**config.mk**
```make
export PLATFORM = sky130hd
export DESIGN_NAME = core_control
export DESIGN_NICKNAME = d
export VERILOG_FILES = /design/src/rtl/core_pkg.sv /design/src/rtl/core_control.sv
export SDC_FILE = /design/constraint.sdc
export NUM_CORES = 1
export LEC_CHECK = 0
export BUFFER_PORTS_ARGS = -buffer_cell sky130_fd_sc_hd__buf_2
export CAP_MARGIN = 20
export CORE_MARGIN = 5
export CORE_UTILIZATION = 31
export DETAILED_ROUTE_END_ITERATION = 6
export PLACE_DENSITY = 0.86
export REMOVE_ABC_BUFFERS = 1
export SLEW_MARGIN = 20
export SYNTH_ARGS = -nofsm -noshare
export SYNTH_HDL_FRONTEND = slang
export SYNTH_SLANG_ARGS = --single-unit
```
**constraint.sdc**
```tcl
create_clock -name vclk -period 2
set_clock_uncertainty 0.1 [all_clocks]
set_input_delay 0.4 -clock vclk [all_inputs]
set_output_delay 0.4 -clock vclk [all_outputs]
set_load 0.005 [all_outputs]
```
**src/rtl/core_pkg.sv**
```systemverilog
package core_pkg;

    // ##################################################
    // widths
    // ##################################################

    typedef logic [63:0] word_t;
    typedef logic [4:0]  reg_idx_t;
    typedef logic [31:0] instr_t;
    typedef logic [10:0] opcode_r_t;
    typedef logic [9:0]  opcode_i_t;

    // index 31 is the zero register.
    localparam reg_idx_t ZERO_REG = 5'd31;

    // ##################################################
    // opcodes
    // ##################################################

    // r-format, instr[31:21].
    localparam opcode_r_t OP_ADD  = 11'b10001011000;
    localparam opcode_r_t OP_SUB  = 11'b11001011000;
    localparam opcode_r_t OP_AND  = 11'b10001010000;
    localparam opcode_r_t OP_ORR  = 11'b10101010000;
    localparam opcode_r_t OP_EOR  = 11'b11001010000;
    localparam opcode_r_t OP_SUBS = 11'b11101011000;

    // i-format, instr[31:22].
    localparam opcode_i_t OP_ADDI = 10'b1001000100;
    localparam opcode_i_t OP_SUBI = 10'b1101000100;

    typedef enum logic [2:0] {
        ALU_ADD = 3'd0,
        ALU_SUB = 3'd1,
        ALU_AND = 3'd2,
        ALU_ORR = 3'd3,
        ALU_EOR = 3'd4
    } alu_op_e;

    typedef struct packed {
        logic n;
        logic z;
        logic c;
        logic v;
    } flags_t;

    typedef struct packed {
        logic     reg_write;
        logic     use_imm;
        logic     set_flags;
        alu_op_e  alu_op;
        reg_idx_t rd;
        reg_idx_t rn;
        reg_idx_t rm;
        word_t    imm;
    } ctrl_t;

endpackage

```
**src/rtl/core_control.sv**
```systemverilog
`timescale 1ns/1ps

module core_control (
    input  core_pkg::instr_t instr,
    input  logic             instr_valid,
    output core_pkg::ctrl_t  ctrl,
    output logic             decode_ok
);

    core_pkg::opcode_r_t opc_r;
    core_pkg::opcode_i_t opc_i;
    logic                r_known;
    logic                i_known;
    logic                flag_op;
    core_pkg::alu_op_e   r_op;
    core_pkg::alu_op_e   i_op;

    assign opc_r = instr[31:21];
    assign opc_i = instr[31:22];

    // ##################################################
    // opcode match
    // ##################################################

    always_comb begin
        r_known = 1'b1;
        flag_op = 1'b0;
        r_op    = core_pkg::ALU_ADD;
        case (opc_r)
            core_pkg::OP_ADD:  r_op = core_pkg::ALU_ADD;
            core_pkg::OP_SUB:  r_op = core_pkg::ALU_SUB;
            core_pkg::OP_AND:  r_op = core_pkg::ALU_AND;
            core_pkg::OP_ORR:  r_op = core_pkg::ALU_ORR;
            core_pkg::OP_EOR:  r_op = core_pkg::ALU_EOR;
            core_pkg::OP_SUBS: begin
                r_op    = core_pkg::ALU_SUB;
                flag_op = 1'b1;
            end
            default: r_known = 1'b0;
        endcase
    end

    always_comb begin
        i_known = 1'b1;
        i_op    = core_pkg::ALU_ADD;
        case (opc_i)
            core_pkg::OP_ADDI: i_op = core_pkg::ALU_ADD;
            core_pkg::OP_SUBI: i_op = core_pkg::ALU_SUB;
            default:           i_known = 1'b0;
        endcase
    end

    // ##################################################
    // control word
    // ##################################################

    assign decode_ok = instr_valid && (r_known || i_known);

    always_comb begin
        ctrl.rd        = instr[4:0];
        ctrl.rn        = instr[9:5];
        ctrl.imm       = core_pkg::word_t'(instr[21:10]);
        ctrl.reg_write = decode_ok;
        ctrl.set_flags = instr_valid && r_known && flag_op;
        if (r_known) begin
            ctrl.use_imm = 1'b0;
            ctrl.alu_op  = r_op;
            ctrl.rm      = instr[20:16];
        end else begin
            // i-format, or unknown.
            ctrl.use_imm = i_known;
            ctrl.alu_op  = i_op;
            ctrl.rm      = core_pkg::ZERO_REG;
        end
    end

endmodule

```
==> metrics <==
status=completed; antenna-violating nets left=0; count of hold-fix buffers inserted at cts=0; fraction of the cycle the final worst path needs=between 90% and 100%; area used by sequential logic in the layout=0 µm²; internal power=approximately 0.029 mW; via count of the first global-routing pass=~400; total setup violations reported at the end of the flow=0; Yosys top cell by area=buf_4; type of the worst setup path=input pin to output port; NumNets Final=152; post-CTS repair timing setup buffer count=0; Switching Share=64.1%; post-synthesis cell type count=19; relative contribution of combinational cells to total power=between 90% and 100%; Avg Synthesized Cell Area=7.40 µm²; final critical-path required period=~1.9 ns; average wire length per cell after detail routing=about 11 µm; max-slew violation count=0; highest achievable clock rate=0.521 GHz; commonest non-fill, non-tap cell in the layout=conb_1; biggest area contributors in the synthesized netlist=buf_4 (73%), nand2b_1 (4.9%), a2111oi_4 (3.6%); Crit path required time=~1.5 ns; detailed-route DRC error count=0; highest-count cells in the layout ignoring fill and taps=conb_1 (52), buf_2 (35), nand2b_1 (6), nor2_1 (4); cell row count=18; wire length of the first global-routing pass=1880 µm; fraction of synthesized cell area taken by the top area cell type=approximately 73%; floorplan die width=59.8 µm; iteration-0 DRC count of the detailed router=4; Detailed Route WL=approximately 1700 µm; global router's overall resource usage=under 10%; full die area=roughly 3600 µm²; total number of yosys warnings=0; number of vias per cell after detailed routing=between 3 and 4; antenna violations before repair=0; start point of the worst min-delay path=instr[0]; Top-Level Pins=119; Clock power frac=0%; crit-path cells=buf_2, xor2_2, a2111oi_4, nand2b_1, buf_2; sort of element at the end of the critical path=output port; maximum capacitance violations=0; Core Region=2430 µm²; path class of the lowest-slack min-delay path=input pin to output port; CTS-repair resized insts=0; final hold vios=0; final core utilization=between 20% and 30%; total number of vias=approximately 520; synthesis-to-finish area growth=-14.3%; final total negative setup slack=0 ns; total power per unit cell area=around 120 nW/µm²; GP Congestion=~0.83; arrival time at the worst endpoint=roughly 1.4 ns; share of final-layout standard cells stronger than drive strength 1=38.5%; total leakage power=0.363 nW; slowest cell on the critical path=a2111oi_4; delay of the slowest critical-path stage=approximately 0.47 ns; kind of launch point of the worst setup path=input pin; Max VDD drop=0.0494 mV; height of the chip=between 50 and 60 µm; CP most frequent cell=buf_2; fillers=between 200 and 300; n_diodes=0; post-synthesis sequential area ratio=0%; critical path fanouts, max=5; maximum number of pins on one net before global-route repair=6; synthesized instance count=~100; part of the total power dissipated in sequential elements=0%; RSZ-0062 raised after global routing=no; Seq cells=0; number of I/O port buffers=35; Min-Delay Path Depth=0; residual overflow from global routing=0; starting density of the core=31.6%; Detail Placement HPWL=around 1500 µm; switching power=~0.053 mW; post-synthesis cell area=~770 µm²; terminating pin of the worst hold path=ctrl[74]; Detailed Routing Iterations Pass 1=4; Clock Buffer Count=0
[per-layer routing]
layer	up-vias	GRT usage [%]	share of wire, %
met3	0	5.62	24
met1	210	8.67	34
met4	0	0	0
li1	237	-	-
met2	68	8.95	42
met5	-	6.35	0
[kinds of logic after synthesis]
kind of cell / Yosys count / synth area share (%)
AOI/OAI and AO/OA: 5 / 7.32
and+or+nand+nor: 22 / 17.9
xor gates and xnor gates: 1 / 1.14
buffers and inverters: 75 / 73.2
other: 1 / 0.487
[metrics by stage]
| stage | cell area [µm²] | hold slack (ns) | total power [mW] | setup WS [ns] | cells |
|---|---|---|---|---|---|
| finish | 659 | 0.700 | 0.0820 | 0.0798 | 147 |
| global route | 659 | 0.700 | 0.0940 | 0.00598 | 147 |
| CTS | 626 | 0.700 | 0.0734 | 0.0343 | 147 |
| detailed placement | 626 | 0.700 | 0.0731 | 0.0355 | 147 |
| global placement | 626 | 0.700 | 0.0721 | 0.0576 | 147 |
| floorplan | 398 | 0.700 | 0.0368 | 0.253 | 80 |
[worst max-delay path, delay by kind of cell]
family,cells,cell delay (ns)
buf+inv,2,0.26
compound gates,1,0.47
xor+xnor,1,0.19
simple gates,1,0.10
[worst max-delay path by stage]
stage	end	slack, ns	cells after the start	from
after floorplan	ctrl[84]	0.25	3	instr[22]
after global routing	ctrl[64]	0.006	5	instr[24]
final	ctrl[68]	0.08	5	instr[24]
after global placement	ctrl[65]	0.06	5	instr[22]
after CTS	ctrl[67]	0.03	5	instr[22]
after detailed placement	ctrl[67]	0.04	5	instr[22]
[cell usage after synthesis]
library cell,n
buf_4,75
nand2b_1,6
nor2_1,4
a21oi_1,2
nand3_1,2
nand4_1,2
a2111oi_4,1
a211o_2,1
and4_1,1
and4bb_2,1
conb_1,1
nand2_1,1
nand4bb_1,1
nor2b_1,1
nor3_1,1
nor4b_1,1
o2111ai_1,1
or2_2,1
xor2_1,1
[area by class of cell]
type,count,area (µm²),area share [%]
multi-input cells,80,432,65.5
well taps,30,37.5,5.69
repair buffers,37,190,28.8
[power by group through the flow]
stage | clock network (mW) | logic [mW] | registers (mW)
final | 0 | 0.0820 | 0
after global routing | 0 | 0.0940 | 0
after CTS | 0 | 0.0734 | 0
after detailed placement | 0 | 0.0731 | 0
after global placement | 0 | 0.0721 | 0
after floorplan | 0 | 0.0368 | 0
No activity file was read; power rests on OpenSTA's default activity.
