[config.mk]
export PLATFORM = sky130hd
export DESIGN_NAME = reg_file
export DESIGN_NICKNAME = d
export VERILOG_FILES = /design/src/rtl/core_pkg.sv /design/src/rtl/reg_file.sv
export SDC_FILE = /design/constraint.sdc
export NUM_CORES = 2
export LEC_CHECK = 0
export BUFFER_PORTS_ARGS = -buffer_cell sky130_fd_sc_hd__buf_4
export CORE_UTILIZATION = 28
export CTS_CLUSTER_DIAMETER = 100
export CTS_CLUSTER_SIZE = 14
export DETAILED_ROUTE_END_ITERATION = 12
export HOLD_SLACK_MARGIN = 0.05
export SLEW_MARGIN = 15
export SYNTH_ARGS = -nofsm -noshare
export SYNTH_HDL_FRONTEND = slang
export SYNTH_SLANG_ARGS = --single-unit
[constraint.sdc]
create_clock -name clock -period 2.4 [get_ports clock]
set_input_delay 0.48 -clock clock [delete_from_list [all_inputs] [get_ports clock]]
set_output_delay 0.48 -clock clock [all_outputs]
set_load 0.03 [all_outputs]
[src/rtl/core_pkg.sv]
package core_pkg;

    // ##################################################
    // widths
    // ##################################################

    typedef logic [63:0] word_t;
    typedef logic [4:0]  reg_idx_t;
    typedef logic [31:0] instr_t;
    typedef logic [10:0] opcode_r_t;
    typedef logic [9:0]  opcode_i_t;

    // index 31 is the zero register.
    localparam reg_idx_t ZERO_REG = 5'd31;

    // ##################################################
    // opcodes
    // ##################################################

    // r-format, instr[31:21].
    localparam opcode_r_t OP_ADD  = 11'b10001011000;
    localparam opcode_r_t OP_SUB  = 11'b11001011000;
    localparam opcode_r_t OP_AND  = 11'b10001010000;
    localparam opcode_r_t OP_ORR  = 11'b10101010000;
    localparam opcode_r_t OP_EOR  = 11'b11001010000;
    localparam opcode_r_t OP_SUBS = 11'b11101011000;

    // i-format, instr[31:22].
    localparam opcode_i_t OP_ADDI = 10'b1001000100;
    localparam opcode_i_t OP_SUBI = 10'b1101000100;

    typedef enum logic [2:0] {
        ALU_ADD = 3'd0,
        ALU_SUB = 3'd1,
        ALU_AND = 3'd2,
        ALU_ORR = 3'd3,
        ALU_EOR = 3'd4
    } alu_op_e;

    typedef struct packed {
        logic n;
        logic z;
        logic c;
        logic v;
    } flags_t;

    typedef struct packed {
        logic     reg_write;
        logic     use_imm;
        logic     set_flags;
        alu_op_e  alu_op;
        reg_idx_t rd;
        reg_idx_t rn;
        reg_idx_t rm;
        word_t    imm;
    } ctrl_t;

endpackage

[src/rtl/reg_file.sv]
`timescale 1ns/1ps

module reg_file (
    input  logic               clock,
    input  logic               rst_n,
    input  core_pkg::reg_idx_t sel_a,
    input  core_pkg::reg_idx_t sel_b,
    input  core_pkg::reg_idx_t waddr,
    input  core_pkg::word_t    wdata,
    input  logic               write,
    output core_pkg::word_t    rdata_a,
    output core_pkg::word_t    rdata_b
);

    // 31 real words, register 31 has no storage.
    core_pkg::word_t regs [0:30];
    logic [30:0]     load_en;

    // ##################################################
    // write decode
    // ##################################################

    always_comb begin
        for (int i = 0; i < 31; i++) begin
            load_en[i] = write && (waddr == core_pkg::reg_idx_t'(i));
        end
    end

    always_ff @(posedge clock or negedge rst_n) begin
        if (!rst_n) begin
            for (int i = 0; i < 31; i++) begin
                regs[i] <= '0;
            end
        end else begin
            for (int i = 0; i < 31; i++) begin
                if (load_en[i]) begin
                    regs[i] <= wdata;
                end
            end
        end
    end

    // ##################################################
    // read ports
    // ##################################################

    // zero register reads as zero on both ports.
    always_comb begin
        if (sel_a == core_pkg::ZERO_REG) begin
            rdata_a = '0;
        end else begin
            rdata_a = regs[sel_a];
        end
        if (sel_b == core_pkg::ZERO_REG) begin
            rdata_b = '0;
        end else begin
            rdata_b = regs[sel_b];
        end
    end

endmodule

==> impl_metrics.toml <==
[worst_setup_path]
worstSetupEndpoint = "rdata_b[7]"
timing.rr.start = "regs[1049]"
required_ns = 1.92
critPathKind = "reg -> out"
path_buf_inv = 1
crit_top_cell = "mux4_2"
critPathTopFamily = "multiplexers"
worstSetupStartpoint = "regs[1927]"
critPathLaunchType = "flip-flop"
critical_path_depth = 5
reg2reg_depth = 3
cp_max_fo = 3
max_stage_delay_ns = 0.50
cp.arrival_ns = 2.74
end_kind = "output port"
rrSetupSlack_ns = 1.38
slowest_stage = "mux4_2"
worstPathCellList = "mux4_2, mux4_2, nand2b_1, o211ai_1, buf_4"
worstReg2RegEnd = "regs[1049]"

[logic_synthesis]
synth_top_family_by_area = "multiplexers"
syn_area_um2 = 108000
synth_mux_area_share_pct = 40.1
synth_nets = 7882
yosysUniqueCellTypes = 49
synth_top_area_share_pct = 46.2
synth.avg_cell_area_um2 = 13.8
synth-simple-area-share_pct = 2.80
syn_inst = 7800
synth_area_leaders = "dfrtp_1 (46%), mux2_2 (23%), mux4_2 (13%)"
ys.flop_type = "dfrtp_1"
synth_edf_count = 0
synth_top_area_cell = "dfrtp_1"
synthArstFlopShare_pct = 100
yosys.area_share.xor_xnor_pct = 0
ys_ff_latch = 1984
synth-compound-area-share_pct = 7.23
synth_fa_ha_area_share_pct = 0
yosysWarnings = 0
synth_seq_area_share_pct = 46.2

[die]
die_y_um = 622
io_pins = 210
die_w_um = 622
num_rows = 227
die-area_um2 = 387000
core_um2 = 382000
initial_utilization_pct = 28.1

[routing]
wl_per_cell_um = 30.0
totalWireLength_um = 408000
dr.pass1.iters = 6
ant_nets = 0
viasPerCell = 5.65
drt_iter0_markers = 6900
drc = 0
num_vias = 76800

[clocking]
clockRootBuffer = "clkbuf_16"
htreeDepth = 4
clkSlewWorstSetupHoldPaths_ns = 0.07
cts_made_buffers = 168
clkLatencyLatePin_ns = 0.85
cts_buffer_depth = 4
clkSinkCount = 1984
cts_tree = "done"

[power_and_ir_drop]
p_seq_share_pct = 46.3
p_clk_share_pct = 26.2
internal_power_mw = 68.0
ir_worst_vdd_mv = 0.555
p_leak_nw = 58.2
switching_share_pct = 30.1
comb_power_share_pct = 27.5
power.density_nw_per_um2 = 720
netSwitchingPower_mw = 29.2

[place]
port_buffers = 209
hpwl_um = 262000
place_inst = 13200
pre_cts_slack_ns = -0.787
gp_congestion = 0.851

[final_layout]
final_cells = 13600
largest_register_ffs = 1984
n_fill_cell = 36400
drive_gt1_share_pct = 58.7
regMostFlops = "regs"
area_growth_pct = 25.5
top_regs = "regs: 1984 flops"
final_nets = 8630

[timing]
holdWs_ns = 0.112
setup_ws_ns = -0.816
fmax_ghz = 0.311
setup_violations = 128
worstMarginPinSlew_ns = 1.04
slew_headroom_pct = 30.3
finalHoldViolations = 0
rsz0062_at_grt = "yes"
clock_skew_ns = 0
fin_crit_ns = 3.22
report.final.slew_viol_count = 0
min_period_over_period_pct = 134
tns_ns = -68.23

[global_route]
grt_max_degree = 121
grt-ovfl-total = 0
antenna_found_initial = 37
grt_pass1_vias = 79700
grt_first_pass_wirelength_um = 582000
grt.total_usage_pct = 20.3

[run_status]
outcome = "complete, but fails checks"
violations = "setup timing"

[hold_path]
worstHoldStart = "wdata[5]"
hold_class = "in -> reg"

[run]
drv_cap = 0
stage by stage:
step | area (µm²) | util [%] | power (mW)
2_1_floorplan | 109000 | - | 60.0
3_3_place_gp | 124000 | 32.4 | 67.6
3_5_place_dp | 124000 | 32.4 | 68.8
4_1_cts | 133000 | 34.7 | 96.4
5_1_grt | 135000 | 35.3 | 101
6_report | 135000 | 35.3 | 97.2
area by class of cell:
type | instances | area (µm²) | share of cell area, %
antenna | 18 | 45.0 | 0.0334
clock buffer | 174 | 4300 | 3.19
clock inverter | 5 | 73.8 | 0.0547
inverter | 2 | 15.0 | 0.0111
multi-input combinational | 4988 | 58300 | 43.2
sequential | 1984 | 49600 | 36.8
tap | 5038 | 6300 | 4.67
timing repair buffer | 1404 | 16300 | 12.1
cell usage after synthesis, types with 2 or more instances:
cell type  instances
nor3b_2            2
clkbuf_1         380
nor3_1             3
dfrtp_1         1984
nand2b_1           7
and2b_1            4
nor2b_1          131
nor4_4             2
a211oi_1         129
a22oi_1           70
a32o_1            27
nand4b_1           3
mux2_1            29
buf_1             35
mux2i_1          420
or2_2             63
a21o_1           127
o211ai_1          31
o31ai_1           64
nor3_2             2
a21oi_1          192
mux4_2           606
buf_6             23
nor3_4             2
nor2_1            74
and3_1             2
a31oi_1           27
o21ai_0          128
nand2_1          320
mux2_2          2218
o22a_1            63
a221oi_1          63
a32oi_1           35
o22ai_1           65
buf_4             70
nor2_2             7
o2111a_1          63
buf_2            318
metal layers:
metal  GRT usage, %  part of all wire [%]  routed length [µm]
met4           9.43                   5.1               20900
met2           32.5                    47              191000
met1           26.9                    41              168000
met5              0                0.0054                  22
met3           3.36                   6.8               27900
cell families (layout without fill, tap and decap cells):
group / count (synthesis) / count (layout)
AO/OA/AOI/OAI: 1088 / 1088
buffers and inverters: 828 / 1585
flip-flops: 1984 / 1984
multiplexers: 3273 / 3273
other: 0 / 18
AND/OR/NAND/NOR: 627 / 627
worst reg2reg max path, cell delays in order (launching register included):
cell and delay (ns):
dfrtp_1 0.39, buf_4 0.14, buf_4 0.13, mux2_2 0.25
layout by cell type, fill, tap and decap left out, drive strengths merged, types with 64 or more instances in the layout:
| master | n |
|---|---|
| o31ai | 64 |
| mux4 | 606 |
| o22ai | 65 |
| a211oi | 129 |
| nand2 | 321 |
| mux2 | 2247 |
| nor2b | 131 |
| buf | 1375 |
| dfrtp | 1984 |
| o21ai | 128 |
| a21o | 127 |
| nor2 | 81 |
| clkbuf | 188 |
| a21oi | 192 |
| a22oi | 70 |
| or2 | 64 |
| mux2i | 420 |
power by group through the flow:
stage / clock (mW) / sequential, mW / combinational (mW)
2_1_floorplan: 0 / 43.6 / 16.4
3_3_place_gp: 0 / 44.8 / 22.8
3_5_place_dp: 0 / 45.4 / 23.3
4_1_cts: 25.9 / 44.7 / 25.8
5_1_grt: 27.1 / 45.7 / 28.3
6_report: 25.5 / 45.0 / 26.7
worst min path at each step:
stage | slack [ns] | depth (start not counted) | end
2_1_floorplan | 0.18 | 0 | regs[0]
3_3_place_gp | 0.42 | 1 | regs[818]
3_5_place_dp | 0.42 | 1 | regs[818]
4_1_cts | 0.05 | 2 | regs[1621]
5_1_grt | 0.1 | 2 | regs[1941]
6_report | 0.11 | 2 | regs[1669]
what timing repair did:
| action | 4_1_cts | 5_1_grt |
|---|---|---|
| buffers inserted | 171 | 96 |
| gates cloned | 5 | 14 |
| endpoints found under the hold margin | 628 | 0 |
| setup endpoints to repair | 128 | 128 |
| gates resized for setup | 682 | 236 |
| pin swaps | 317 | 195 |
| hold buffers | 11 | 0 |
No activity file was read; power rests on OpenSTA's default activity.
