File: config.mk
export PLATFORM = sky130hd
export DESIGN_NAME = alu
export DESIGN_NICKNAME = d
export VERILOG_FILES = /design/src/rtl/core_pkg.sv /design/src/rtl/alu.sv
export SDC_FILE = /design/constraint.sdc
export NUM_CORES = 1
export LEC_CHECK = 0
export BUFFER_PORTS_ARGS = -buffer_cell sky130_fd_sc_hd__buf_4
export CAP_MARGIN = 20
export CORE_AREA = 2 2 170 206
export CTS_CLUSTER_SIZE = 10
export DETAILED_ROUTE_END_ITERATION = 8
export DIE_AREA = 0 0 172 208
export MAX_ROUTING_LAYER = met4
export PLACE_DENSITY = 0.57
export SYNTH_ARGS = -nofsm -noshare
export SYNTH_HDL_FRONTEND = slang
export SYNTH_SLANG_ARGS = --single-unit
File: constraint.sdc
create_clock -name clock -period 5.5 [get_ports clock]
set_input_delay 0.275 -clock clock [delete_from_list [all_inputs] [get_ports clock]]
set_output_delay 0.275 -clock clock [all_outputs]
set_load 0.005 [all_outputs]
File: src/rtl/core_pkg.sv
package core_pkg;

    // ##################################################
    // widths
    // ##################################################

    typedef logic [63:0] word_t;
    typedef logic [4:0]  reg_idx_t;
    typedef logic [31:0] instr_t;
    typedef logic [10:0] opcode_r_t;
    typedef logic [9:0]  opcode_i_t;

    // index 31 is the zero register.
    localparam reg_idx_t ZERO_REG = 5'd31;

    // ##################################################
    // opcodes
    // ##################################################

    // r-format, instr[31:21].
    localparam opcode_r_t OP_ADD  = 11'b10001011000;
    localparam opcode_r_t OP_SUB  = 11'b11001011000;
    localparam opcode_r_t OP_AND  = 11'b10001010000;
    localparam opcode_r_t OP_ORR  = 11'b10101010000;
    localparam opcode_r_t OP_EOR  = 11'b11001010000;
    localparam opcode_r_t OP_SUBS = 11'b11101011000;

    // i-format, instr[31:22].
    localparam opcode_i_t OP_ADDI = 10'b1001000100;
    localparam opcode_i_t OP_SUBI = 10'b1101000100;

    typedef enum logic [2:0] {
        ALU_ADD = 3'd0,
        ALU_SUB = 3'd1,
        ALU_AND = 3'd2,
        ALU_ORR = 3'd3,
        ALU_EOR = 3'd4
    } alu_op_e;

    typedef struct packed {
        logic n;
        logic z;
        logic c;
        logic v;
    } flags_t;

    typedef struct packed {
        logic     reg_write;
        logic     use_imm;
        logic     set_flags;
        alu_op_e  alu_op;
        reg_idx_t rd;
        reg_idx_t rn;
        reg_idx_t rm;
        word_t    imm;
    } ctrl_t;

endpackage

File: src/rtl/alu.sv
`timescale 1ns/1ps

module alu (
    input  logic             clock,
    input  logic             rst_n,
    input  core_pkg::ctrl_t  ctrl,
    input  core_pkg::word_t  op_a,
    input  core_pkg::word_t  op_b,
    output core_pkg::word_t  alu_out,
    output core_pkg::flags_t flags
);

    core_pkg::word_t  op_b_sel;
    core_pkg::word_t  b_eff;
    logic             is_sub;
    logic [64:0]      sum_ext;
    core_pkg::flags_t next_flags;

    // ##################################################
    // adder
    // ##################################################

    assign op_b_sel = ctrl.use_imm ? ctrl.imm : op_b;
    assign is_sub   = (ctrl.alu_op == core_pkg::ALU_SUB);

    // subtract as a + ~b + 1.
    assign b_eff   = is_sub ? ~op_b_sel : op_b_sel;
    assign sum_ext = {1'b0, op_a} + {1'b0, b_eff} + {64'b0, is_sub};

    always_comb begin
        case (ctrl.alu_op)
            core_pkg::ALU_ADD: alu_out = sum_ext[63:0];
            core_pkg::ALU_SUB: alu_out = sum_ext[63:0];
            core_pkg::ALU_AND: alu_out = op_a & op_b_sel;
            core_pkg::ALU_ORR: alu_out = op_a | op_b_sel;
            core_pkg::ALU_EOR: alu_out = op_a ^ op_b_sel;
            default:           alu_out = '0;
        endcase
    end

    // ##################################################
    // nzcv
    // ##################################################

    // carry out of the subtract means no borrow.
    always_comb begin
        next_flags.n = alu_out[63];
        next_flags.z = (alu_out == '0);
        next_flags.c = sum_ext[64];
        next_flags.v = (op_a[63] == b_eff[63]) && (sum_ext[63] != op_a[63]);
    end

    always_ff @(posedge clock or negedge rst_n) begin
        if (!rst_n) begin
            flags <= '0;
        end else if (ctrl.set_flags) begin
            flags <= next_flags;
        end
    end

endmodule

==> flow_metrics.env <==
export IMPL_vias_per_cell=5.35
export IMPL_port_buffers=266
export IMPL_min_path_type="primary input to register"
export IMPL_slew_viol_final=0
export IMPL_finalHoldViolCount=0
export IMPL_cts_root_buf="clkbuf_16"
export IMPL_tns_ns=0
export IMPL_grt_util_all_layers_pct=22.5
export IMPL_synth_async_sr_flop_share_pct=100
export IMPL_multiInputGateArea_um2=9020
export IMPL_antenna_found_initial=0
export IMPL_fin_crit_sh_pct=92.0
export IMPL_relSlewSlack_pct=36.3
export IMPL_antenna_left=0
export IMPL_peakVddDrop_v=0.0000977
export IMPL_synth_edf_count=0
export IMPL_min_from="ctrl[82]"
export IMPL_yosysWarnings=0
export IMPL_seqCellArea_um2=100
export IMPL_max_freq_mhz=198
export IMPL_finClkSkew_ns=0
export IMPL_setup_viol=0
export IMPL_total_power_uw=1910
export IMPL_fin_area_um2=13000
export IMPL_first_pass_iters=5
export IMPL_place_ws_ns=0.125
export IMPL_p_clk_share_pct=5.8
export IMPL_nets=2157
export IMPL_wl_per_cell_um=18.5
export IMPL_cp_max_fo=4
export IMPL_grt_pass1_vias=11500
export IMPL_fin_ws_ns=0.438
export IMPL_endpoint_kind="register"
export IMPL_syn_cell_area_um2=10000
export IMPL_start_util_pct=29.8
export IMPL_post_synth_top_count_cell="ha_1"
export IMPL_swShare_pct=53.9
export IMPL_p_leak_uw=0.00632
export IMPL_rsz0062_at_grt="false"
export IMPL_diodes=0
export IMPL_synthTopCellsByCount="ha_1, inv_1, a21oi_1"
export IMPL_powerDensity_nw_per_um2=147
export IMPL_numCtsBuffers=3
export IMPL_whs_ns=0.280
export IMPL_combPwrFrac_pct=92.3
export IMPL_area_growth_syn_to_layout_pct=29.4
export IMPL_rows=74
export IMPL_worstSetupStartpointType="primary input"
export IMPL_yosys_area_top_type_share_pct=25.0
export IMPL_worstMarginPinSlew_ns=0.955
export IMPL_routabilityCongestion=0.928
export IMPL_synth_top_cell_by_area="ha_1"
export IMPL_cts_sinks=4
export IMPL_drive_gt1_share_pct=20.8
export IMPL_overflow=0
export IMPL_status="finished clean"
export IMPL_cts_tree="yes"
export IMPL_synth_distinct_cells=73
export IMPL_path_clk_slew_ns=0.03
export IMPL_drc_errors=0
export IMPL_synthTopCellsByArea="ha_1, a21oi_1, xnor2_1"
export IMPL_synth_nets=1899
export IMPL_h_tree_depth=1
export IMPL_ys_seq_elements=4
export IMPL_first_iter_violations=677
export IMPL_ys_flop_type="dfrtp_1"
export IMPL_worstSkewPairLatency_ns=0.22
export IMPL_yosysSeqAreaShare_pct=0.998
export IMPL_finalCriticalPeriod_ns=5.06
export IMPL_critPathLaunch="ctrl[83]"
export IMPL_placed_area_um2=12900
export IMPL_core_area_um2=33700
export IMPL_top_register="flags"
export IMPL_io_pin_count=283
export IMPL_dp_hpwl_um=34300
export IMPL_syn_instance_count=1483
export IMPL_rr_worst_depth=2
export IMPL_r2r_start="flags[3]"
export IMPL_grt_pass1_wl_um=62300
export IMPL_power_frac_seq_pct=1.9
export IMPL_syn_avg_cell_area_um2=6.76
export IMPL_drt_wl_total_um=40600
export IMPL_die_h_um=208
export IMPL_max_cap_violations=0
export IMPL_vias=11700
export IMPL_reg2reg_to="flags[3]"
export IMPL_critPathArrivalTime_ns=5.18
export IMPL_clock_path_buffers=2
export IMPL_crit_path_end="flags[2]"
export IMPL_grt_max_degree=95
export IMPL_switching_power_uw=1030
export IMPL_die_x_um=172
export IMPL_postCtsSetupBuffers=0
export IMPL_fp_dieArea_um2=35800
export IMPL_worstSetupPathType="primary input to register"
export IMPL_top_regs="flags x4"
export IMPL_num_fill_cells=3634
export IMPL_largest_register_ffs=4
export IMPL_required_ns=5.62
export IMPL_p_int_uw=879
export IMPL_reg2reg_slack_ns=4.86
==> power groups by stage <==
stage	sequential, µW	combinational (µW)	clock, µW
detailed placement	36.0	1740	0
CTS	35.6	1750	113
global route	36.2	1930	117
finish	35.6	1760	111
global placement	35.7	1730	0
floorplan	36.0	1030	0
==> placed cells by master, fill, tap and decap left out, types with 7 or more instances in the layout <==
master	Yosys	layout
nor4_1	12	12
o31ai_1	11	11
or3_1	11	11
inv_1	160	160
mux2i_1	74	74
o21ai_0	108	108
buf_4	1	334
o21a_1	16	16
nor2_1	128	127
nand3_1	18	18
nand4_1	40	40
nor3_1	18	18
a21boi_0	10	9
ha_1	200	200
or4_1	7	7
a221oi_1	7	7
nand2b_1	9	8
a31oi_1	8	7
xnor2_1	85	85
a22oi_1	11	11
xor2_1	20	20
nand2_1	98	98
a21oi_1	153	153
o21bai_1	15	15
a211oi_1	54	53
a21o_1	18	18
==> repair_timing <==
action	4_1_cts	5_1_grt
hold buffers	1	0
gates resized for setup	0	1
setup endpoints to repair	0	1
hold endpoints to repair	4	0
==> area by class of cell <==
cell class                      instances  area share (%)
Multi-Input combinational cell       1232            69.5
Timing Repair Buffer                  340            20.1
Inverter                              160            4.63
Tap cell                              456            4.40
Sequential cell                         4           0.771
Clock buffer                            3           0.579
==> through the flow <==
stage               util [%]  instances
floorplan                  -       1483
global placement        38.2       2190
detailed placement      38.2       2191
CTS                     38.5       2195
global route            38.5       2195
finish                  38.5       2195
==> kinds of logic (layout without fill, tap and decap cells) <==
group	Yosys count	after routing	synth area share [%]
buffers and inverters	247	503	9.40
DFF	4	4	0.998
xor gates and xnor gates	105	105	9.17
adders and majority gates	201	201	25.2
and+or+nand+nor	387	387	18.8
AOI/OAI and AO/OA	464	464	28.9
muxes	75	75	7.61
==> routing by layer <==
metal | track usage (%) | vias up | routed length [µm] | part of all wire [%]
met4 | 5.13 | 0 | 1060 | 2.6
met5 | - | - | 0 | 0
met2 | 41.0 | 347 | 20900 | 51
li1 | - | 5821 | - | -
met3 | 1.65 | 50 | 1900 | 4.7
met1 | 26.5 | 5522 | 16800 | 41
==> worst min path at each step <==
| stage | cells past startpoint | slack (ns) | to |
|---|---|---|---|
| finish | 2 | 0.28 | flags[3] |
| global route | 2 | 0.29 | flags[2] |
| CTS | 2 | 0.28 | flags[3] |
| detailed placement | 1 | 0.07 | flags[0] |
| global placement | 1 | 0.07 | flags[1] |
| floorplan | 0 | -0.02 | flags[0] |
==> critical path: stages <==
cell and delay [ns]:
buf_4 0.13, mux2i_1 0.39, xnor2_1 0.19, inv_1 0.08, fa_1 0.40, nand2b_1 0.21, a21oi_1 0.19, xnor2_1 0.14
o21ai_0 0.12, or4b_1 0.55, or4_1 0.42, or4_1 0.63, nor4_2 0.23, nand4b_1 0.24, nor4_1 0.35, buf_4 0.19
nand4_1 0.15, o32ai_1 0.30
Power figures use the tool's default switching activity.
