### src/rtl/core_pkg.sv
package core_pkg;

    // ##################################################
    // widths
    // ##################################################

    typedef logic [63:0] word_t;
    typedef logic [4:0]  reg_idx_t;
    typedef logic [31:0] instr_t;
    typedef logic [10:0] opcode_r_t;
    typedef logic [9:0]  opcode_i_t;

    // index 31 is the zero register.
    localparam reg_idx_t ZERO_REG = 5'd31;

    // ##################################################
    // opcodes
    // ##################################################

    // r-format, instr[31:21].
    localparam opcode_r_t OP_ADD  = 11'b10001011000;
    localparam opcode_r_t OP_SUB  = 11'b11001011000;
    localparam opcode_r_t OP_AND  = 11'b10001010000;
    localparam opcode_r_t OP_ORR  = 11'b10101010000;
    localparam opcode_r_t OP_EOR  = 11'b11001010000;
    localparam opcode_r_t OP_SUBS = 11'b11101011000;

    // i-format, instr[31:22].
    localparam opcode_i_t OP_ADDI = 10'b1001000100;
    localparam opcode_i_t OP_SUBI = 10'b1101000100;

    typedef enum logic [2:0] {
        ALU_ADD = 3'd0,
        ALU_SUB = 3'd1,
        ALU_AND = 3'd2,
        ALU_ORR = 3'd3,
        ALU_EOR = 3'd4
    } alu_op_e;

    typedef struct packed {
        logic n;
        logic z;
        logic c;
        logic v;
    } flags_t;

    typedef struct packed {
        logic     reg_write;
        logic     use_imm;
        logic     set_flags;
        alu_op_e  alu_op;
        reg_idx_t rd;
        reg_idx_t rn;
        reg_idx_t rm;
        word_t    imm;
    } ctrl_t;

endpackage

### src/rtl/result_stage.sv
`timescale 1ns/1ps

module result_stage (
    input  logic            clock,
    input  logic            rst_n,
    input  core_pkg::word_t alu_out,
    input  logic            decode_ok,
    input  logic            instr_valid,
    output core_pkg::word_t result,
    output logic            result_valid,
    output logic            illegal
);

    logic bad_op;

    // strobe without a known opcode.
    assign bad_op = instr_valid && !decode_ok;

    always_ff @(posedge clock or negedge rst_n) begin
        if (!rst_n) begin
            result_valid <= 1'b0;
            illegal      <= 1'b0;
        end else begin
            result_valid <= decode_ok;
            illegal      <= bad_op;
        end
    end

    // result holds over illegal and idle cycles.
    always_ff @(posedge clock or negedge rst_n) begin
        if (!rst_n) begin
            result <= '0;
        end else if (decode_ok) begin
            result <= alu_out;
        end
    end

endmodule

### config.mk
export PLATFORM = sky130hd
export DESIGN_NAME = result_stage
export DESIGN_NICKNAME = d
export VERILOG_FILES = /design/src/rtl/core_pkg.sv /design/src/rtl/result_stage.sv
export SDC_FILE = /design/constraint.sdc
export NUM_CORES = 1
export LEC_CHECK = 0
export BUFFER_PORTS_ARGS = -buffer_cell sky130_fd_sc_hd__buf_4
export CAP_MARGIN = 25
export CORE_MARGIN = 4
export CORE_UTILIZATION = 40
export CTS_CLUSTER_DIAMETER = 120
export DETAILED_ROUTE_END_ITERATION = 10
export PLACE_DENSITY = 0.72
export SLEW_MARGIN = 20
export SYNTH_ARGS = -nofsm -noshare
export SYNTH_HDL_FRONTEND = slang
export SYNTH_SLANG_ARGS = --single-unit
### constraint.sdc
create_clock -name clock -period 0.9 [get_ports clock]
set_input_delay 0.18 -clock clock [delete_from_list [all_inputs] [get_ports clock]]
set_output_delay 0.18 -clock clock [all_outputs]
set_load 0.05 [all_outputs]
==> results of run 1 <==
-- registers in the layout, summed over array words and instances, names as in the netlist --
signal and flops:
result 64, illegal 1, result_valid 1
-- cell usage in the layout (no fill, tap or decap), drive strengths merged --
master | netlist | routed
buf | 7 | 152
clkbuf | 0 | 13
clkinv | 0 | 3
dfrtp | 66 | 66
dlygate4sd3 | 0 | 1
mux2 | 64 | 64
nor2b | 1 | 1
-- kinds of logic (layout without fill, tap and decap cells) --
kind of cell / Yosys count / in the layout / synth area share (%)
buffers and inverters: 7 / 169 / 2.75
and+or+nand+nor: 1 / 1 / 0.238
muxes: 64 / 64 / 34.3
DFF: 66 / 66 / 62.7
-- power groups by stage --
stage               Clock (mW)  Combinational (mW)  Sequential [mW]
global route              2.32                2.86             3.58
global placement             0                2.45             3.52
finish                    2.08                2.75             3.54
CTS                       2.16                2.71             3.54
floorplan                    0               0.518             4.57
detailed placement           0                2.47             3.53
-- layer usage --
metal  share of wire (%)  track usage (%)  up-vias
met1                  36             19.9      847
met3                 5.2             2.67       12
met5                   0                0        -
met2                  57             28.7       55
met4                 2.0             7.31        0
li1                    -                -      792
-- area by class of cell --
class,instances,share of cell area [%]
well taps,77,2.19
clock buffers,13,3.38
repair buffers,153,33.9
flip-flops and latches,66,39.4
clock inverters,3,0.341
multi-input cells,65,20.8
-- worst max path at each step --
stage / start / endpoint / slack [ps] / cells past startpoint
detailed placement: decode_ok / result[7] / -140 / 3
global placement: decode_ok / result[62] / -130 / 3
floorplan: result[51] / result[51] / -9 / 1
global route: result[5] / result[5] / -220 / 1
finish: result[5] / result[5] / -190 / 1
CTS: result[11] / result[11] / -200 / 1
-- timing repair --
action                                  CTS  global route
endpoints found under the setup margin   66            71
setup buffers                             5             5
endpoints found under the hold margin    66             0
gates resized for setup                  69            10
hold buffers                              1             0
==> metrics.md, run 1 <==
| Metric | Value |
|---|---|
| Status | finished with violations |
| Violated checks | setup timing |
| Final Core Density | 68.9% |
| WL/cell | 16.6 µm |
| Worst skew pair latency | 320 ps |
| Internal | 5.65 mW |
| Worst endpoint required time | 720 ps |
| Arrival time at the worst endpoint | 910 ps |
| Final Cell Area | 0.00440 mm² |
| Count leader, synth | dfrtp_1 |
| H-tree lvl count | 3 |
| Crit-path max FO | 2 |
| DR iter-0 viols | 37 |
| Critical hold path startpoint | alu_out[51] |
| Mapped Area | 0.00264 mm² |
| Placed instance count | 350 |
| Ys async rst share | 100% |
| Port Buffer Count | 133 |
| Pwr/cell area | 1900 mW/mm² |
| Share of the synthesized area in the top cell type | 62.7% |
| DRC viols | 0 |
| Antenna cells | 0 |
| Comb pwr share | 32.8% |
| Worst path buffer plus inverter count | 1 |
| Clock network fraction of total power | 24.9% |
| Hold Path Stages | 2 |
| Post-DRT Antenna Nets | 0 |
| CORE AREA | 0.00639 mm² |
| Detailed Routing Iterations Pass 1 | 4 |
| Static leakage | 2.11 nW |
| # IOs | 134 |
| Worst R2R Start | result[3] |
| Fill cells | 448 |
| Worst slew pin tran | 246 ps |
| Setup TNS | -10920 ps |
| Synth cell count leaders | dfrtp_1, mux2_4, mux2_2, buf_6 |
| Max-Cap Viols | 0 |
| DP HPWL | 4610 µm |
| Clk pin slew, worst setup/hold paths | 70 ps |
| GRT Residual Overflow | 0 |
| Final number of hold-violating endpoints | 0 |
| Initial antenna violation count | 0 |
| Sequential power share | 42.3% |
| Nets | 363 |
| Pwr Total | 8.37 mW |
| Share of cells above drive strength 1 | 97.7% |
| Peak supply drop | 0.00142 V |
| WL final | 6250 µm |
| DIE AREA | 0.00795 mm² |
| Cells on worst reg2reg path | 2 |
| Setup Crit Path Kind | register to primary output |
| Final setup vio count | 73 |
| First-pass GRT wire length | 9870 µm |
| Mapped Avg Cell Area | 19.1 µm² |
| Area contributors post-synth | dfrtp_1, mux2_4, mux2_2 |
| Placed Area | 0.00385 mm² |
| Sink Count | 66 |
| Syn_nets | 206 |
| Worst hold path class | primary input to register |
| GRT Util Overall | 16.4% |
| Max-slew violation count | 0 |
| Worst reg2reg setup slack | -30 ps |
| Netlist cell types | 6 |
| Final Cycle Share | 121% |
| Area leader, netlist | dfrtp_1 |
| Post-route insts no fill | 377 |
| Normalized max-slew margin | 83.6% |
| RR Endpoint | result[3] |
| CTS tree | yes |
| Multi-input logic area | 915 µm² |
| CP Cell Sequence | buf_6 |
| Clk_skew | 0 ps |
| Number of buffers created by CTS | 9 |
| Slowest cell on crit path | dfrtp_2 |
| Storage element area | 0.00173 mm² |
| Switching Power | 2.72 mW |
| CP endpoint kind | primary output |
| Layout Area Growth over Synthesis | 67.0% |
| Vias in the first global route | 1962 |
| CTS Root Cell | clkbuf_8 |
| Ys flop type | dfrtp_1 |
| Vias | 1706 |
| Die Wd | 89.2 µm |
| Die Y | 89.2 µm |
| Post-synth EDFFs | 0 |
| Final worst slack | -188 ps |
| Pin count of the biggest net entering global routing | 47 |
| Initial Util | 41.3% |
| WHS | 84.0 ps |
| Yosys warns | 0 |
| Post-synthesis sequential area ratio | 62.7% |
| FMAX | 919 MHz |
| Hold path endpoint | result[51] |
| Setup crit start kind | register |
| Worst slack at placement | -138 ps |
| Post-layout min period | 1090 ps |
| Syn Inst Count | 138 |
| Crit-path max cell delay | 430 ps |
| Rows | 29 |
| Register bit total from synthesis | 66 |
| Vias per cell | 4.53 |
| Clock buffer depth | 2 |
| RSZ-0062 raised after global routing | yes |
| Kind of cell adding the most delay to the critical path | flip-flops |
| Sw frac | 32.5% |
| GPL Wtd Cong | 0.726 |
(Power assumes the default switching activity.)
==> run 2, diff against run 1 <==
--- a/config.mk
+++ b/config.mk
@@ -7,6 +7,7 @@
 export LEC_CHECK = 0
 export BUFFER_PORTS_ARGS = -buffer_cell sky130_fd_sc_hd__buf_4
 export CAP_MARGIN = 25
+export CORE_ASPECT_RATIO = 0.7
 export CORE_MARGIN = 4
 export CORE_UTILIZATION = 40
 export CTS_CLUSTER_DIAMETER = 120
==> run 2 against run 1 <==
The flow still finishes with violations (setup timing). Critical path depth unchanged. Clock skew unchanged. Non-clock buffer count down 7. Wire length up 1.1%. Global-route usage up 0.15 points. Critical path type unchanged.
==> metrics.md, run 2 (synthesis results as in run 1) <==
| Metric | Value |
|---|---|
| Die Wd | 105 µm (was 89.2 µm) |
| Pwr/cell area | 2000 mW/mm² (was 1900 mW/mm²) |
| Setup Crit Path Kind | register to primary output (unchanged) |
| Final worst slack | -187 ps (was -188 ps) |
| Final setup vio count | 71 (was 73) |
| Die Y | 75.9 µm (was 89.2 µm) |
| Biggest regs | result (64), illegal (1), result_valid (1) (unchanged) |
| GRT Residual Overflow | 0 (unchanged) |
| DR iter-0 viols | 24 (was 37) |
| Initial antenna violation count | 0 (unchanged) |
| Static leakage | 2.10 nW (was 2.11 nW) |
| Vias | 1684 (was 1706) |
| Placed instance count | 349 (was 350) |
| Rows | 24 (was 29) |
| Hold path endpoint | result[15] (was result[51]) |
| Top reg by flops | result (unchanged) |
| CTS Root Cell | clkbuf_8 (unchanged) |
| CORE AREA | 0.00631 mm² (was 0.00639 mm²) |
| RR Endpoint | result[5] (was result[3]) |
| Layout Area Growth over Synthesis | 66.5% (was 67.0%) |
| Worst path buffer plus inverter count | 1 (unchanged) |
| Fill cells | 409 (was 448) |
| Max-Cap Viols | 0 (unchanged) |
| # IOs | 134 (unchanged) |
| WHS | 80.3 ps (was 84.0 ps) |
| CP Cell Sequence | buf_6 (unchanged) |
| Worst slack at placement | -107 ps (was -138 ps) |
| Cells on worst reg2reg path | 2 (unchanged) |
| GRT Util Overall | 16.6% (was 16.4%) |
| Post-layout min period | 1090 ps (about the same) |
| Crit-path max cell delay | 430 ps (about the same) |
| CP endpoint kind | primary output (unchanged) |
| Worst hold path class | primary input to register (unchanged) |
| Worst R2R Start | result[5] (was result[3]) |
| Antenna cells | 0 (unchanged) |
| Clk pin slew, worst setup/hold paths | 70 ps (about the same) |
| DIE AREA | 0.00797 mm² (was 0.00795 mm²) |
| Peak supply drop | 0.00111 V (was 0.00142 V) |
| Nets | 356 (was 363) |
| Hold Path Stages | 2 (unchanged) |
| Normalized max-slew margin | 86.8% (was 83.6%) |
| Final Cell Area | 0.00439 mm² (was 0.00440 mm²) |
| Sink Count | 66 (unchanged) |
| Setup crit start kind | register (unchanged) |
| Placed Area | 0.00387 mm² (was 0.00385 mm²) |
| Port Buffer Count | 133 (unchanged) |
| Violated checks | setup timing (unchanged) |
| Final number of hold-violating endpoints | 0 (unchanged) |
| Final Cycle Share | 121% (about the same) |
| Clk_skew | 0 ps (unchanged) |
| Status | finished with violations (unchanged) |
| WL/cell | 17.1 µm (was 16.6 µm) |
| Worst reg2reg setup slack | -20 ps (was -30 ps) |
| FMAX | 920 MHz (was 919 MHz) |
| DRC viols | 0 (unchanged) |
| Worst skew pair latency | 320 ps (about the same) |
| WL final | 6320 µm (was 6250 µm) |
| Crit-path max FO | 2 (unchanged) |
| Kind of cell adding the most delay to the critical path | flip-flops (unchanged) |
| H-tree lvl count | 3 (unchanged) |
| Final Core Density | 69.6% (was 68.9%) |
| Pin count of the biggest net entering global routing | 38 (was 47) |
| Slowest cell on crit path | dfrtp_2 (unchanged) |
| GPL Wtd Cong | 0.734 (was 0.726) |
| Max-slew violation count | 0 (unchanged) |
| Number of buffers created by CTS | 9 (unchanged) |
| Clock buffer depth | 2 (unchanged) |
| Commonest non-fill, non-tap cells in the layout | buf_4, buf_6, dfrtp_2 (unchanged) |
| Share of cells above drive strength 1 | 98.3% (was 97.7%) |
| Post-route insts no fill | 370 (was 377) |
| Post-DRT Antenna Nets | 0 (unchanged) |
| RSZ-0062 raised after global routing | yes (unchanged) |
| Critical hold path startpoint | alu_out[15] (was alu_out[51]) |
| Arrival time at the worst endpoint | 910 ps (about the same) |
| Max reg flops | 64 (unchanged) |
| First-pass GRT wire length | 10400 µm (was 9870 µm) |
| Vias in the first global route | 1971 (was 1962) |
| Initial Util | 41.8% (was 41.3%) |
| CTS tree | yes (unchanged) |
| Worst endpoint required time | 720 ps (about the same) |
| Most common cell after layout, fill and taps aside | buf_4 (unchanged) |
| Vias per cell | 4.55 (was 4.53) |
| Detailed Routing Iterations Pass 1 | 4 (unchanged) |
| DP HPWL | 4540 µm (was 4610 µm) |
| Worst slew pin tran | 198 ps (was 246 ps) |
## run 2: cell count changes in the layout (fill, tap and decap cells not counted)
cell / change
buf_4: -6
buf_8: -4
buf_12: +2
clkbuf_1: -2
clkbuf_8: +2
clkinv_2: -2
buf_6: +1
bufinv_16: +1
## run 2: final cells by class
class,instances,area (µm²),share of cell area [%]
Multi-Input combinational cell,65,915,20.8
Tap cell,78,97.6,2.22
Sequential cell,66,1730,39.5
Clock buffer,13,169,3.85
Timing Repair Buffer,146,1440,32.8
Clock inverter,2,35.0,0.798
## run 2: repair_timing
action | in CTS | in global routing
hold buffers | 1 | 0
setup buffers | 3 | 3
gates cloned | 0 | 0
endpoints found under the setup margin | 66 | 69
hold endpoints to repair | 66 | 0
gates resized for setup | 66 | 6
## run 2: worst max-delay path by stage
stage            endpoint  depth (start not counted)  slack [ps]  startpoint
6_report       result[13]                          1        -190  result[13]
5_1_grt        result[54]                          1        -220  result[54]
4_1_cts        result[13]                          1        -210  result[13]
3_5_place_dp   result[42]                          3        -110   decode_ok
3_3_place_gp   result[15]                          3         -90   decode_ok
2_1_floorplan  result[51]                          1          -9  result[51]
## run 2: per-layer routing
| layer | GRT usage (%) | vias to the layer above | part of all wire [%] |
|---|---|---|---|
| met5 | 0 | - | 0 |
| met2 | 25.6 | 90 | 45 |
| met1 | 20.9 | 813 | 44 |
| met3 | 7.98 | 5 | 10 |
| met4 | 4.33 | 0 | 0.55 |
| li1 | - | 776 | - |
## run 2: power by group
| part | leakage, nW | internal [mW] | switching, mW | total (mW) |
|---|---|---|---|---|
| combinational | 1.28 | 1.23 | 1.47 | 2.70 |
| clock | 0.106 | 1.49 | 1.02 | 2.51 |
| sequential | 0.709 | 3.31 | 0.231 | 3.55 |
## run 2: metrics by stage
stage                     setup TNS, ps  total power, mW
after floorplan                    -499             5.09
after CTS                        -12660             8.84
after global placement            -4060             5.98
after global routing             -13800             9.13
after detailed placement          -4900             6.00
final                            -11060             8.75
